<file path="src/design/lsu_pkg.sv">
package lsu_pkg;

    localparam int xlen = 32;
    localparam int imm_w = 12; // sign-extended in agen

    // memory opcodes, bit 3 marks a store
    localparam int op_w = 4;
    localparam logic [op_w-1:0] op_lb  = 4'b0000;
    localparam logic [op_w-1:0] op_lh  = 4'b0001;
    localparam logic [op_w-1:0] op_lw  = 4'b0010;
    localparam logic [op_w-1:0] op_lbu = 4'b0100;
    localparam logic [op_w-1:0] op_lhu = 4'b0101;
    localparam logic [op_w-1:0] op_sb  = 4'b1000;
    localparam logic [op_w-1:0] op_sh  = 4'b1001;
    localparam logic [op_w-1:0] op_sw  = 4'b1010;

    localparam int size_w = 2;
    localparam logic [size_w-1:0] size_byte = 2'd0;
    localparam logic [size_w-1:0] size_half = 2'd1;
    localparam logic [size_w-1:0] size_word = 2'd2;

endpackage

</file>
<file path="src/design/ls_decode.sv">
`timescale 1ns/1ns

module ls_decode #(
    parameter int num_entries = 16,
    localparam int tag_w = $clog2(num_entries)
) (
    input  logic                       clk,
    input  logic                       rst_n,
    input  logic                       disp_valid,
    input  logic [lsu_pkg::op_w-1:0]   disp_op,
    input  logic [lsu_pkg::imm_w-1:0]  disp_imm,
    input  logic [tag_w-1:0]           disp_rd_tag,
    input  logic [tag_w-1:0]           disp_rs1_tag,
    input  logic [lsu_pkg::xlen-1:0]   disp_rs1_data,
    input  logic [tag_w-1:0]           disp_rs2_tag,
    input  logic [lsu_pkg::xlen-1:0]   disp_rs2_data,
    output logic                       disp_ready,
    input  logic                       entry_busy,
    output logic                       dec_valid,
    output logic                       dec_is_store,
    output logic [lsu_pkg::size_w-1:0] dec_size,
    output logic                       dec_unsigned,
    output logic [lsu_pkg::imm_w-1:0]  dec_imm,
    output logic [tag_w-1:0]           dec_rd_tag,
    output logic [tag_w-1:0]           dec_rs1_tag,
    output logic [lsu_pkg::xlen-1:0]   dec_rs1_data,
    output logic [tag_w-1:0]           dec_rs2_tag,
    output logic [lsu_pkg::xlen-1:0]   dec_rs2_data
);
    import lsu_pkg::*;

    logic              live; // set once out of reset
    logic              is_mem;
    logic              is_store;
    logic              is_unsigned;
    logic [size_w-1:0] size;

    always_comb begin
        is_mem = 1'b1;
        is_store = 1'b0;
        is_unsigned = 1'b0;
        size = size_word;
        case (disp_op)
            op_lb:  size = size_byte;
            op_lh:  size = size_half;
            op_lw:  size = size_word;
            op_lbu: begin
                size = size_byte;
                is_unsigned = 1'b1;
            end
            op_lhu: begin
                size = size_half;
                is_unsigned = 1'b1;
            end
            op_sb: begin
                size = size_byte;
                is_store = 1'b1;
            end
            op_sh: begin
                size = size_half;
                is_store = 1'b1;
            end
            op_sw:  is_store = 1'b1;
            default: is_mem = 1'b0; // accepted, then dropped
        endcase
    end

    // stall while the target entry is still taken
    assign disp_ready = live && !(dec_valid && entry_busy);

    always_ff @(posedge clk or negedge rst_n) begin
        if (!rst_n) begin
            live <= 1'b0;
            dec_valid <= 1'b0;
        end else begin
            live <= 1'b1;
            if (disp_ready)
                dec_valid <= disp_valid && is_mem;
        end
    end

    always_ff @(posedge clk) begin
        if (disp_valid && disp_ready) begin
            dec_is_store <= is_store;
            dec_size <= size;
            dec_unsigned <= is_unsigned;
            dec_imm <= disp_imm;
            dec_rd_tag <= disp_rd_tag;
            dec_rs1_tag <= disp_rs1_tag;
            dec_rs1_data <= disp_rs1_data;
            dec_rs2_tag <= disp_rs2_tag;
            dec_rs2_data <= disp_rs2_data;
        end
    end

endmodule

</file>
<file path="config.mk">
export PLATFORM = sky130hd
export DESIGN_NAME = ls_decode
export DESIGN_NICKNAME = d
export VERILOG_FILES = /design/src/design/lsu_pkg.sv /design/src/design/ls_decode.sv
export SDC_FILE = /design/constraint.sdc
export NUM_CORES = 1
export LEC_CHECK = 0
export ABC_AREA = 1
export BUFFER_PORTS_ARGS = -buffer_cell sky130_fd_sc_hd__buf_2
export CORE_MARGIN = 5
export CORE_UTILIZATION = 31
export CTS_CLUSTER_DIAMETER = 200
export DETAILED_ROUTE_END_ITERATION = 8
export GPL_ROUTABILITY_DRIVEN = 0
export PLACE_DENSITY = 0.68
export SLEW_MARGIN = 30
export SYNTH_ARGS = -nofsm -noshare
export SYNTH_HDL_FRONTEND = slang
export SYNTH_SLANG_ARGS = --single-unit
export TNS_END_PERCENT = 10
</file>
<file path="constraint.sdc">
create_clock -name clk -period 4.3 [get_ports clk]
set_input_delay 0.43 -clock clk [delete_from_list [all_inputs] [get_ports clk]]
set_output_delay 0.43 -clock clk [all_outputs]
set_load 0.02 [all_outputs]
</file>
# Word-level counts from Yosys, hierarchy flattened
# Cells that the tools add are included.
dict set report totals {
  regBits 94
  inputBits 96
}
dict set report op_classes {
  eq_ne 7
  n_mux 4
  n_reduce_logical 11
}
# operator count
set ops {}
lappend ops {{$eq 4x4->1 const B} 3}
lappend ops {{$reduce_or 3->1} 3}
lappend ops {{$eq 4x3->1 const B} 2}
lappend ops {{$reduce_or 8->1} 1}
lappend ops {{$eq 4x1->1 const B} 1}
lappend ops {{$eq 4x2->1 const B} 1}
lappend ops {{$logic_and 1x1->1} 4}
lappend ops {{$logic_not 4->1} 1}
lappend ops {{$pmux 2 s2} 1}
lappend ops {{$mux 1} 3}
lappend ops {{$reduce_or 2->1} 1}
lappend ops {{$logic_not 1->1} 1}

# Depth between registers and ports, before layout
dict set report depth {
  ltp_word 4
  ltp_mapped 5
  mapped_depth_nobuf 5
}

# Worst setup path after synthesis
# No wires, ideal clock.
dict set report synth_path {
  path_kind {register to register}
  startpoint {register dec_valid}
  endpoint {register dec_imm[0] (netlist name) (enable)}
  t_arrival_ns 1.991
  required_ns 3.880
  slack_ns 1.889
  stages_incl_launch_ff 4
  period_less_slack_ns 2.411
  cell_sequence {dfrtp_1 nand2_1 nand2_2 nor2_4}
}
dict set report synth_via {
  elab_chain_cells 4
}
# item line
set synth_rtl {}
lappend synth_rtl {{from (decl)} ls_decode.sv:19} ;# output logic dec_valid,
lappend synth_rtl {{from (signal assigned)} ls_decode.sv:78} ;# dec_valid <= disp_valid && is_mem;
lappend synth_rtl {{$logic_and 1x1->1} ls_decode.sv:69} ;# assign disp_ready = live && !(dec_valid && entry_busy);
lappend synth_rtl {{$logic_not 1->1} ls_decode.sv:69}
lappend synth_rtl {{$logic_and 1x1->1} ls_decode.sv:69}
lappend synth_rtl {{$logic_and 1x1->1} ls_decode.sv:83} ;# if (disp_valid && disp_ready) begin
lappend synth_rtl {{to (signal assigned)} ls_decode.sv:87} ;# dec_imm <= disp_imm;
lappend synth_rtl {{to (decl)} ls_decode.sv:23} ;# output logic [lsu_pkg::imm_w-1:0] dec_imm,
# No other way between the ends.
# A chain may end at the register's enable or synchronous reset.

# Worst setup path after layout
dict set report layout_path {
  startpoint {register dec_valid}
  endpoint {output port disp_ready}
}
dict set report layout_via {
  elab_chain_cells 3
}
# item line
set layout_rtl {}
lappend layout_rtl {{$logic_and 1x1->1} ls_decode.sv:69}
lappend layout_rtl {{$logic_not 1->1} ls_decode.sv:69}
lappend layout_rtl {{$logic_and 1x1->1} ls_decode.sv:69}
lappend layout_rtl {{to (decl)} ls_decode.sv:17} ;# output logic disp_ready,
# No other way between the ends.

==> flow_summary_export.csv <==
group,metric,value,unit
place,pre_cts_slack,2.62,ns
sta,fin_crit_sh,35.9,%
synth,synthTopCellsByArea,"edfxtp_1, dfrtp_1, nand2_1, inv_1, nand2_2",
floorplan,die_w,107,um
place,numPortBuffers,189,
route,viasPerCell,4.09,
finish,area_delta_synth_final,43.9,%
cts,htree_levels,3,
cts,clock-sinks,94,
synth,synthesis.instances,114,
sta,fin_crit,1.54,ns
critical_path,cp-end-kind,"output pin",
sta,tns,0,ns
cts,clkTransAtPathRegs,0.09,ns
floorplan,dieHeight,107,um
floorplan,die_area,0.0114,mm2
synth,syn_nets,210,
finish,layout-drive-gt1-share,64.6,%
sta,worst_slack,2.76,ns
sta,finalSetupViolations,0,
synth,avgSynthCellArea,25.5,um2
critical_path,cp.arrival,1.11,ns
synth,yosysTopAreaCell,"edfxtp_1",
sta,slew_headroom,59.6,%
outcome,status,"finished, final reports clean",
power_and_ir_drop,power.density,415,mW/mm2
global_routing,antenna_found_initial,0,
synth,synth_enable_flop_cells,92,
finish,antenna_cells,0,
critical_path,crit_slowest_cell,"dfrtp_1",
global_routing,grt_pass1_vias,1870,
synth,ys_async_sr_fraction,2.13,%
route,wl_per_cell,15.5,um
worst_hold_path,min_path_type,"in2reg",
synth,synth_flop_cell,"edfxtp_1",
worst_hold_path,hp-start,"disp_imm[1]",
critical_path,cp_data_required_time,3.87,ns
finish,nets,413,
global_routing,grt_overflow_total,0,
route,dr_total_vias,1771,
cts,cts-root-buf,"clkbuf_8",
sta,max_freq,0.649,GHz
cts,tritoncts,"built",
route,drt_iter0_drc,64,
critical_path,cp_max_fo,3,
floorplan,placement_rows,35,
power_and_ir_drop,irDropWorstVdd,0.000141,V
synth,yosysWarnings,0,
floorplan,core-area,0.00920,mm2
sta,finalClockSkew,0.00729,ns
power_and_ir_drop,p_leak,0.00179,uW
route,drt-total-wl,6.72,mm
critical_path,cp-start-kind,"flop",
cts,clockBufferDepth,2,
critical_path,path_buf_inv,2,
synth,ys_seq_elements,94,
global_routing,grt_pass1_wl,9.45,mm
sta,rsz0062_at_grt,"no",
global_routing,grtUsageTotal,11.1,%
critical_path,cpPeakStageDelay,0.40,ns
finish,final.fill_count,823,
cts,post_cts_buffers,0,
route,route.detailed.drc,0,
run,drv_cap,0,
sta,finalHoldViolations,0,
critical_path,crit_type,"reg2out",
critical_path,crit_start,"dec_valid",
global_routing,grt_max_degree,50,
synth,yosys-top-cells-count,"edfxtp_1, nand2_1, inv_1",
cts,numCtsBuffers,9,
place,dp_hpwl,5.19,mm
sta,worst_slew_pin_slew,0.606,ns
critical_path,path_delay_family,"flip-flops",
floorplan,io_pins,190,
sta,slew_viol_final,0,
synth,yosysSeqAreaShare,96.9,%
floorplan,start_util,31.6,%
synth,synth_top_area_share,95.2,%
critical_path,r2r-start,"dec_valid",
route,drtPass1Iterations,4,
route,drtAntennaViolNets,0,
synth,yosysMostFrequentCell,"edfxtp_1",
synth,yosys.cell_types.count,11,
cts,clock_latency,0.34,ns
synth,netlist_area,0.00290,mm2
critical_path,cp_cell_sequence,"nand2_1 > nand2_2 > inv_1 > buf_2",
cts,post_cts_resized,0,
[worst paths after layout]
check                                        to  slack [ns]  depth (start not counted)
worst max-delay path                 disp_ready        2.76                          4
worst min-delay path                 dec_imm[1]        0.25                          1
worst max register to register  dec_rs1_data[1]        2.76                          4
worst min register to register        dec_valid        0.53                          2
max in group asynchronous                  live        3.80                          2
min in group asynchronous             dec_valid        0.41                          2
[layout by cell type, fill, tap and decap left out, types with 2 or more instances in the layout]
| cell type | count |
|---|---|
| buf_2 | 189 |
| edfxtp_1 | 92 |
| clkbuf_8 | 9 |
| nand2_1 | 8 |
| inv_1 | 4 |
| nand2_2 | 2 |
| clkinv_1 | 2 |
| dfrtp_1 | 2 |
| buf_4 | 2 |
[power by group]
| group | internal [uW] | switching (uW) |
|---|---|---|
| registers | 1060 | 9.74 |
| logic | 60.3 | 104 |
| clock network | 209 | 292 |
[per-stage QoR]
stage	cells	instance area (um2)	power (uW)	hold WS [ns]	utilization, %
finish	433	4180	1730	0.253	45.4
global route	433	4180	1810	0.222	45.4
CTS	433	4180	1770	0.219	45.4
detailed placement	416	4000	1260	0.216	43.5
global placement	416	4000	1250	0.215	43.5
floorplan	114	2900	1170	0.134	-
[state kept, by name, indices dropped and copies added (netlist names)]
name / cells
dec_size: 2
dec_is_store: 1
dec_rs1_data: 32
dec_rs1_tag: 4
dec_imm: 12
dec_rs2_tag: 4
dec_valid: 1
dec_rs2_data: 32
live: 1
dec_rd_tag: 4
dec_unsigned: 1
[what timing repair did]
item                       4_1_cts  5_1_grt
setup endpoints to repair        0        0
hold endpoints to repair         2        0
hold buffers                     1        0
[routing by layer]
layer | global-route usage (%) | routed length, um | vias up
li1 | - | - | 838
met1 | 11.8 | 2470 | 814
met2 | 18.8 | 3390 | 111
met3 | 5.12 | 799 | 8
met4 | 4.93 | 61 | 0
met5 | 0 | 0 | -
[kinds of logic (layout without fill, tap and decap cells)]
logic type / count (synthesis) / count (layout) / share of synthesized area [%]
compound gates: 1 / 1 / 0.172
simple gates: 13 / 13 / 2.15
buf+inv: 5 / 213 / 0.646
flops: 94 / 94 / 96.9
other cells: 1 / 1 / 0.129
[area by class of cell]
type | instances | area [um2] | share of cell area [%]
clock buffer | 10 | 128 | 3.05
clock inverter | 6 | 37.5 | 0.898
inverter | 5 | 18.8 | 0.449
multi-input combinational | 15 | 71.3 | 1.71
sequential | 94 | 2810 | 67.3
tap | 111 | 139 | 3.32
timing repair buffer | 192 | 971 | 23.2
[worst reg2reg max path: stages, from the launching register on]
cell     delay (ns)
dfrtp_1        0.40
nand2_1        0.09
nand2_2        0.08
nor2_4         0.09
buf_4          0.49
Note: power is estimated with default switching activity, not from simulation.
