$ cat src/design/lsu_pkg.sv
package lsu_pkg;

    localparam int xlen = 32;
    localparam int imm_w = 12; // sign-extended in agen

    // memory opcodes, bit 3 marks a store
    localparam int op_w = 4;
    localparam logic [op_w-1:0] op_lb  = 4'b0000;
    localparam logic [op_w-1:0] op_lh  = 4'b0001;
    localparam logic [op_w-1:0] op_lw  = 4'b0010;
    localparam logic [op_w-1:0] op_lbu = 4'b0100;
    localparam logic [op_w-1:0] op_lhu = 4'b0101;
    localparam logic [op_w-1:0] op_sb  = 4'b1000;
    localparam logic [op_w-1:0] op_sh  = 4'b1001;
    localparam logic [op_w-1:0] op_sw  = 4'b1010;

    localparam int size_w = 2;
    localparam logic [size_w-1:0] size_byte = 2'd0;
    localparam logic [size_w-1:0] size_half = 2'd1;
    localparam logic [size_w-1:0] size_word = 2'd2;

endpackage

$ cat src/design/agen_stage.sv
`timescale 1ns/1ns

module agen_stage #(
    parameter int num_entries = 16,
    localparam int tag_w = $clog2(num_entries)
) (
    input  logic                       clk,
    input  logic                       rst_n,
    input  logic                       iss_valid,
    input  logic                       iss_is_store,
    input  logic [lsu_pkg::size_w-1:0] iss_size,
    input  logic                       iss_unsigned,
    input  logic [tag_w-1:0]           iss_tag,
    input  logic [lsu_pkg::xlen-1:0]   iss_base,
    input  logic [lsu_pkg::imm_w-1:0]  iss_imm,
    input  logic [lsu_pkg::xlen-1:0]   iss_store_data,
    output logic                       acc_valid,
    output logic                       acc_is_store,
    output logic [lsu_pkg::size_w-1:0] acc_size,
    output logic                       acc_unsigned,
    output logic [tag_w-1:0]           acc_tag,
    output logic [lsu_pkg::xlen-1:0]   acc_addr,
    output logic [lsu_pkg::xlen-1:0]   acc_wdata
);
    import lsu_pkg::*;

    always_ff @(posedge clk or negedge rst_n) begin
        if (!rst_n)
            acc_valid <= 1'b0;
        else
            acc_valid <= iss_valid;
    end

    always_ff @(posedge clk) begin
        acc_is_store <= iss_is_store;
        acc_size <= iss_size;
        acc_unsigned <= iss_unsigned;
        acc_tag <= iss_tag;
        acc_addr <= iss_base + xlen'($signed(iss_imm)); // imm sign-extended
        acc_wdata <= iss_store_data;
    end

    a_aligned: assert property (@(posedge clk) disable iff (!rst_n)
        acc_valid |-> (acc_size != size_half || !acc_addr[0]) &&
                      (acc_size != size_word || acc_addr[1:0] == 2'b00))
        else $error("misaligned access at %h", acc_addr);

endmodule

$ cat config.mk
export PLATFORM = sky130hd
export DESIGN_NAME = agen_stage
export DESIGN_NICKNAME = d
export VERILOG_FILES = /design/src/design/lsu_pkg.sv /design/src/design/agen_stage.sv
export SDC_FILE = /design/constraint.sdc
export NUM_CORES = 1
export LEC_CHECK = 0
export BUFFER_PORTS_ARGS = -buffer_cell sky130_fd_sc_hd__buf_2
export CAP_MARGIN = 20
export CORE_ASPECT_RATIO = 1.5
export CORE_MARGIN = 4
export CORE_UTILIZATION = 45
export CTS_CLUSTER_DIAMETER = 150
export DETAILED_ROUTE_END_ITERATION = 10
export PLACE_DENSITY = 0.88
export SLEW_MARGIN = 30
export SYNTH_ARGS = -nofsm -noshare
export SYNTH_HDL_FRONTEND = slang
export SYNTH_SLANG_ARGS = --single-unit
$ cat constraint.sdc
create_clock -name clk -period 0.8 [get_ports clk]
set_input_delay 0.12 -clock clk [delete_from_list [all_inputs] [get_ports clk]]
set_output_delay 0.12 -clock clk [all_outputs]
set_load 0.05 [all_outputs]
==> results of run 1 <==
-- stage by stage --
| stage | setup TNS (ns) | worst slack, ns |
|---|---|---|
| after floorplan | -19.97 | -1.14 |
| after global placement | -29.22 | -1.33 |
| after detailed placement | -30.14 | -1.36 |
-- logic make-up after synthesis --
group,after synthesis
mux,2
flops,73
xor+xnor,28
fa+ha+maj,32
simple gates,65
buf+inv,16
compound gates,97
==> qor.yml, run 1 <==
clocking:
  clockRootBuffer: "clkbuf_8"
  ctsResizeCount: 334
  post_cts_buffers: 10
  cts_hold_repair.buffers: 43
  h-tree-depth: 3
  numCtsBuffers: 9
  cts_buffer_depth: 2
  cts.sinks: 73
placement:
  dpl.cell_count: 623
  globalplace.congestion: 0.881
  dp.final_hpwl_um: 8430
  place_area_mm2: 0.00503
  io_buffers: 159
synthesis:
  synth_top_family_by_area: "compound AO/OA/AOI/OAI gates"
  synth_top_cells_by_count: "72 x dfxtp_1, 31 x ha_1, 29 x a21oi_1, 19 x a21o_1, 19 x nand2_1"
  synth.distinct_cells: 53
  synthMuxAreaShare: 0.00623
  synth_xor_area_frac: 0.0763
  synth_fp_nets: 432
  ys_seq_elements: 73
  synth-adder-area-share: 0.127
  yosys.area_share.simple: 0.0985
  synth_ff_type: "dfxtp_1"
  yosysMostFrequentCell: "dfxtp_1"
  synthCells: 313
  avgSynthCellArea_um2: 10.3
  synth_compound_area_frac: 0.216
  synth_seq_area_share: 0.456
  yosysWarningCount: 0
  ys_async_sr_fraction: 0.0137
  synth-edff-count: 0
  syn-cell-area_mm2: 0.00321
  synthTopCellsByArea: "dfxtp_1 45%, ha_1 12%, a21oi_1 4.5%"
  synth_largest_area_cell: "dfxtp_1"
  yosysTopAreaCellShare: 0.448
outcome:
  error: "[ERROR DPL-0033] detailed placement checks failed during check placement."
  status: "stopped before the end"
  lastStage: "clock tree synthesis"
floorplan:
  pin_count: 160
  num_rows: 37
  die_w_um: 77.0
  die_h_um: 112
  start_util: 0.466
==> run 2: changes to the inputs <==
--- a/config.mk
+++ b/config.mk
@@ -7,12 +7,10 @@
 export LEC_CHECK = 0
 export BUFFER_PORTS_ARGS = -buffer_cell sky130_fd_sc_hd__buf_2
 export CAP_MARGIN = 20
-export CORE_ASPECT_RATIO = 1.5
 export CORE_MARGIN = 4
-export CORE_UTILIZATION = 45
-export CTS_CLUSTER_DIAMETER = 150
+export CORE_UTILIZATION = 30
 export DETAILED_ROUTE_END_ITERATION = 10
-export PLACE_DENSITY = 0.88
+export PLACE_DENSITY_LB_ADDON = 0.15
 export SLEW_MARGIN = 30
 export SYNTH_ARGS = -nofsm -noshare
 export SYNTH_HDL_FRONTEND = slang
==> qor.yml, run 2 <==
setup_path:
  crit_slowest_cell: "fa_2"
  cp-start-kind: "primary input"
  critPathMaxFanout: 3
  required_ns: 1.09
  critPathMaxStageDelay_ns: 0.37
  cpLargestDelayFamily: "compound AO/OA/AOI/OAI gates"
  crit_arrival_ns: 2.04
  critPathKind: "primary input to register"
  path_cells: "buf_6, ha_4, fa_2, a21o_1, a31o_4, buf_4, a21o_1, a21oi_2, o21bai_1, a21oi_1, xnor2_1"
  cp-end-kind: "register"
  crit_top_cell: "a21o_1"
  critPathBufInv: 2
run:
  cap_viol_max_count: 0
synthesis:
  synth-edff-count: 0
  synth_largest_area_cell: "dfxtp_1"
  synthCells: 313
  avgSynthCellArea_um2: 10.3
  synth.distinct_cells: 53
  yosysMostFrequentCell: "dfxtp_1"
  synth_seq_area_share: 0.456
  ys_seq_elements: 73
  synth_fp_nets: 432
  synth_ff_type: "dfxtp_1"
  syn-cell-area_mm2: 0.00321
  synth_top_cells_by_count: "72 x dfxtp_1, 31 x ha_1, 29 x a21oi_1, 19 x a21o_1, 19 x nand2_1"
  ys_async_sr_fraction: 0.0137
  yosysWarningCount: 0
  yosysTopAreaCellShare: 0.448
  synthTopCellsByArea: "dfxtp_1 45%, ha_1 12%, a21oi_1 4.5%"
layout:
  synthToLayoutAreaGrowth_pct: 123
  layout.nets: 742
  fill_cells: 757
  final_cell_mix: "83 x buf_4, 74 x buf_2, 71 x dfxtp_2"
  final_common_cell: "buf_4"
  fin_area_mm2: 0.00717
  top_regs: "acc_addr (32), acc_wdata (32), acc_tag (4)"
  drive_gt1_frac: 0.701
outcome:
  status: "finished with violations"
  violations: "negative setup slack"
global_route:
  grt-ovfl-total: 0
  grtUsageTotal: 0.196
  first_global_vias: 3940
  grt_max_degree: 14
  grt_pass1_wl_um: 19800
  antenna_found_initial: 1
clocking:
  h-tree-depth: 3
  cts_tree: "built"
  numCtsBuffers: 9
  cts.sinks: 73
  cts.clk_slew.worst_paths_ns: 0.09
  clockRootBuffer: "clkbuf_8"
  cts_buffer_depth: 2
floorplan:
  start_util: 0.310
  die_h_um: 112
  pin_count: 160
  die_w_um: 112
  num_rows: 37
  dieArea_mm2: 0.0124
  core-area_mm2: 0.0104
placement:
  dp.final_hpwl_um: 8010
  globalplace.congestion: 0.808
  io_buffers: 159
  place_area_mm2: 0.00510
timing:
  worst_slew_pin_slew_ns: 0.325
  fin_ws_ns: -0.950
  setup_violations: 101
  fmax_mhz: 571
  drv_slew: 0
  relSlewSlack: 0.784
  period_share: 2.19
  grt_setup_unrepaired: "yes"
  finalSetupTns_ns: -31.07
  hold_viol: 0
  period_minus_slack_ns: 1.75
detailed_routing:
  drt-total-wl_um: 12400
  final_antenna_net_count: 0
  avgViaCountPerCell: 4.63
  drc: 0
  dr_total_vias: 3544
  first_iter_violations: 124
  wl_per_cell_um: 16.2
  dr.pass1.iters: 5
hold_path:
  hold_path.class: "primary input to asynchronous set/reset pin"
power_and_ir_drop:
  powerDensity_mw_per_mm2: 1900
  leakage_uw: 0.00323
  total_power_uw: 13600
  peakVddDrop_v: 0.000997
[run 2: repair_timing]
item                       in CTS  in global routing
setup endpoints to repair     101                101
setup buffers                  12                 12
hold endpoints to repair       43                  0
cloned                          1                  0
gates resized for setup       333                 42
hold buffers                   43                  0
pin swaps                      37                 29
[run 2: area by class of cell]
type,instances,area [um2],area share
clock inverter,6,42.5,0.00594
multi-input combinational,224,2310,0.322
timing repair buffer,309,2940,0.410
clock buffer,10,128,0.0178
sequential,73,1560,0.217
antenna,1,2.50,0.000349
inverter,6,22.5,0.00314
tap,136,170,0.0237
[run 2: logic make-up after synthesis]
family | after synthesis | synth area share
fa+ha+maj | 32 | 0.127
flops | 73 | 0.456
simple gates | 65 | 0.0985
compound gates | 97 | 0.216
mux | 2 | 0.00623
buf+inv | 16 | 0.0202
xor+xnor | 28 | 0.0763
[run 2: layer usage]
layer,share of wire,GRT usage,routed length (um)
met5,0,0,0
met4,0.0075,0.0430,93
met3,0.064,0.0587,797
met2,0.54,0.367,6670
met1,0.39,0.219,4850
[run 2: worst paths after layout]
path	from	endpoint	slack (ns)	depth (start not counted)
min in group clk	iss_imm[1]	acc_addr[1]$_DFF_P_	0.09	2
setup / recovery	iss_imm[0]	acc_addr[10]$_DFF_P_	-0.95	11
hold / removal	rst_n	acc_valid$_DFF_PN0_	0.06	2
max in group asynchronous	rst_n	acc_valid$_DFF_PN0_	0.65	2
[run 2: stage by stage]
stage	setup slack [ns]	std cells	hold WS, ns	utilization
floorplan	-1.14	313	-0.176	-
global placement	-1.46	683	-0.105	0.492
detailed placement	-1.52	683	-0.103	0.492
CTS	-0.890	753	0.0411	0.665
global route	-0.998	765	0.0469	0.691
finish	-0.950	765	0.0622	0.691
[run 2: report_power, final]
group	internal (uW)	total (uW)	switching, uW
Combinational	3100	6400	3300
Clock	1130	2680	1540
Sequential	4210	4510	308
Total	8440	13600	5150
Note: power is estimated with default switching activity, not from simulation.
==> run 3: changes to the inputs <==
--- a/config.mk
+++ b/config.mk
@@ -5,6 +5,7 @@
 export SDC_FILE = /design/constraint.sdc
 export NUM_CORES = 1
 export LEC_CHECK = 0
+export ABC_AREA = 1
 export BUFFER_PORTS_ARGS = -buffer_cell sky130_fd_sc_hd__buf_2
 export CAP_MARGIN = 20
 export CORE_MARGIN = 4
==> qor.yml, run 3 <==
floorplan:
  die_h_um: 121
  start_util: 0.305
  pin_count: 160
  dieArea_mm2: 0.0147
  core-area_mm2: 0.0126
  num_rows: 41
  die_w_um: 121
synthesis:
  ys_async_sr_fraction: 0.0137
  synth-adder-area-share: 0.106
  ys_seq_elements: 73
  synth_top_cells_by_count: "221 x nand2_1, 109 x inv_1, 72 x dfxtp_1, 38 x nor2_1, 31 x ha_1"
  synth_top_family_by_area: "simple AND/OR/NAND/NOR gates"
  synth-edff-count: 0
  yosysTopAreaCellShare: 0.374
  synth_fp_nets: 686
  synth_xor_area_frac: 0.0364
  synth.distinct_cells: 22
  synthMuxAreaShare: 0
  synthTopCellsByArea: "dfxtp_1 37%, nand2_1 22%, inv_1 11%"
  yosysMostFrequentCell: "nand2_1"
  synthCells: 567
  synth_largest_area_cell: "dfxtp_1"
  yosysWarningCount: 0
  syn-cell-area_mm2: 0.00385
  synth_seq_area_share: 0.381
  yosys.area_share.simple: 0.335
  avgSynthCellArea_um2: 6.79
  synth_ff_type: "dfxtp_1"
  synth_compound_area_frac: 0.0328
detailed_routing:
  dr.pass1.iters: 4
  dr_total_vias: 4408
  wl_per_cell_um: 13.6
  avgViaCountPerCell: 4.27
  final_antenna_net_count: 0
  drc: 0
  first_iter_violations: 153
  drt-total-wl_um: 14100
setup_path:
  cp-end-kind: "register"
  cp-start-kind: "primary input"
  critPathKind: "primary input to register"
  crit_arrival_ns: 1.49
  required_ns: 1.03
  critPathMaxFanout: 6
global_route:
  first_global_vias: 4450
  grt-ovfl-total: 0
  grt_pass1_wl_um: 21300
  antenna_found_initial: 0
  grt_max_degree: 13
  grtUsageTotal: 0.184
power_and_ir_drop:
  leakage_uw: 0.00411
  peakVddDrop_v: 0.00115
  powerDensity_mw_per_mm2: 1870
outcome:
  violations: "negative setup slack"
  status: "finished with violations"
layout:
  drive_gt1_frac: 0.609
  fill_cells: 1043
  layout.nets: 975
  regArea_mm2: 0.00156
  final_cell_mix: "145 x nand2_1, 92 x inv_1, 76 x buf_2"
  final_common_cell: "nand2_1"
  synthToLayoutAreaGrowth_pct: 110
  antenna_cells: 0
  multiInputGateArea_mm2: 0.00292
  top_regs: "acc_addr (32), acc_wdata (32), acc_tag (4)"
  fin_area_mm2: 0.00808
  fin_util: 0.641
placement:
  place_area_mm2: 0.00570
  io_buffers: 159
  globalplace.congestion: 0.842
  pre_cts_slack_ns: -0.894
  dp.final_hpwl_um: 9480
clocking:
  cts.sinks: 73
  h-tree-depth: 3
  cts_tree: "built"
  cts_buffer_depth: 2
  numCtsBuffers: 9
  clockRootBuffer: "clkbuf_16"
  cts.clk_slew.worst_paths_ns: 0.06
timing:
  period_minus_slack_ns: 1.26
  hold_viol: 0
  period_share: 1.57
  grt_setup_unrepaired: "yes"
  relSlewSlack: 0.862
  fin_ws_ns: -0.457
  fmax_mhz: 796
  worst_slew_pin_slew_ns: 0.205
  setup_violations: 103
  drv_slew: 0
hold_path:
  hp-start: "iss_base[31]"
  holdPathStages: 4
  hold_path.class: "primary input to register"
  min_to: "acc_addr[31]$_DFF_P_"
run:
  cap_viol_max_count: 0
[run 3: changes by cell type after synthesis, sizes merged, moves of 4 or more]
cell,delta
a21o,-18
a21oi,-9
a31oi,-4
buf,-4
clkbuf,-6
inv,+106
nand2,+216
nand3,+17
nand4,-4
nor2,+28
o21ai,-15
xnor2,-11
[run 3: area by class of cell]
| type | count | share of cell area |
|---|---|---|
| multi-input combinational | 382 | 0.361 |
| clock buffer | 12 | 0.0317 |
| timing repair buffer | 278 | 0.329 |
| sequential | 73 | 0.193 |
| tap | 172 | 0.0266 |
| inverter | 112 | 0.0529 |
| clock inverter | 4 | 0.00635 |
[run 3: worst max-delay path: stages]
cell and delay [ns]:
buf_12 0.12, buf_12 0.14, ha_4 0.31, nand2_4 0.07
inv_4 0.07, nand2_4 0.06, nor3_4 0.18, nand2_1 0.09
nand2_2 0.13, nand2_2 0.07, nand3_1 0.07, nand2_1 0.05
[run 3: worst max-delay path by stage]
| stage | from | end | slack [ns] |
|---|---|---|---|
| final | iss_imm[11] | acc_addr[29]$_DFF_P_ | -0.46 |
| after global routing | iss_imm[11] | acc_addr[29]$_DFF_P_ | -0.51 |
| after CTS | iss_base[0] | acc_addr[22]$_DFF_P_ | -0.41 |
| after detailed placement | iss_imm[11] | acc_addr[26]$_DFF_P_ | -0.89 |
| after global placement | iss_imm[11] | acc_addr[26]$_DFF_P_ | -0.90 |
| after floorplan | iss_base[0] | acc_addr[28]$_DFF_P_ | -0.60 |
[run 3: cells by family (layout without fill, tap and decap cells)]
family	Yosys count	in the layout
AND/OR/NAND/NOR	311	311
buffers and inverters	112	406
flip-flops	73	73
adder cells (fa/ha/maj)	32	32
AO/OA/AOI/OAI	23	23
XOR/XNOR	16	16
[run 3: power breakdown]
group / switching, uW / internal, uW / total (uW)
logic: 3580 / 2910 / 6490
registers: 277 / 4170 / 4450
clock network: 1560 / 2590 / 4140
total: 5420 / 9670 / 15100
[run 3: metal layers]
layer | up-vias | track usage | routed length, um
li1 | 2273 | - | -
met1 | 2000 | 0.221 | 6090
met2 | 123 | 0.334 | 7070
met3 | 12 | 0.0345 | 781
met4 | 0 | 0.0532 | 156
met5 | - | 0 | 0
[run 3: through the flow]
step	TNS, ns	instances	total power [uW]	hold slack, ns
2_1_floorplan	-10.52	567	7410	-0.176
3_3_place_gp	-20.60	952	8930	-0.106
3_5_place_dp	-21.07	952	8960	-0.104
4_1_cts	-18.78	1026	14800	0.0716
5_1_grt	-22.16	1033	15800	0.105
6_report	-18.88	1033	15100	0.0949
[run 3: repair_timing]
action / CTS / global route
hold buffers: 43 / 0
pin swaps: 66 / 53
setup endpoints to repair: 102 / 102
resized for setup: 374 / 87
gates cloned: 3 / 0
buffers inserted: 12 / 10
endpoints found under the hold margin: 43 / 0
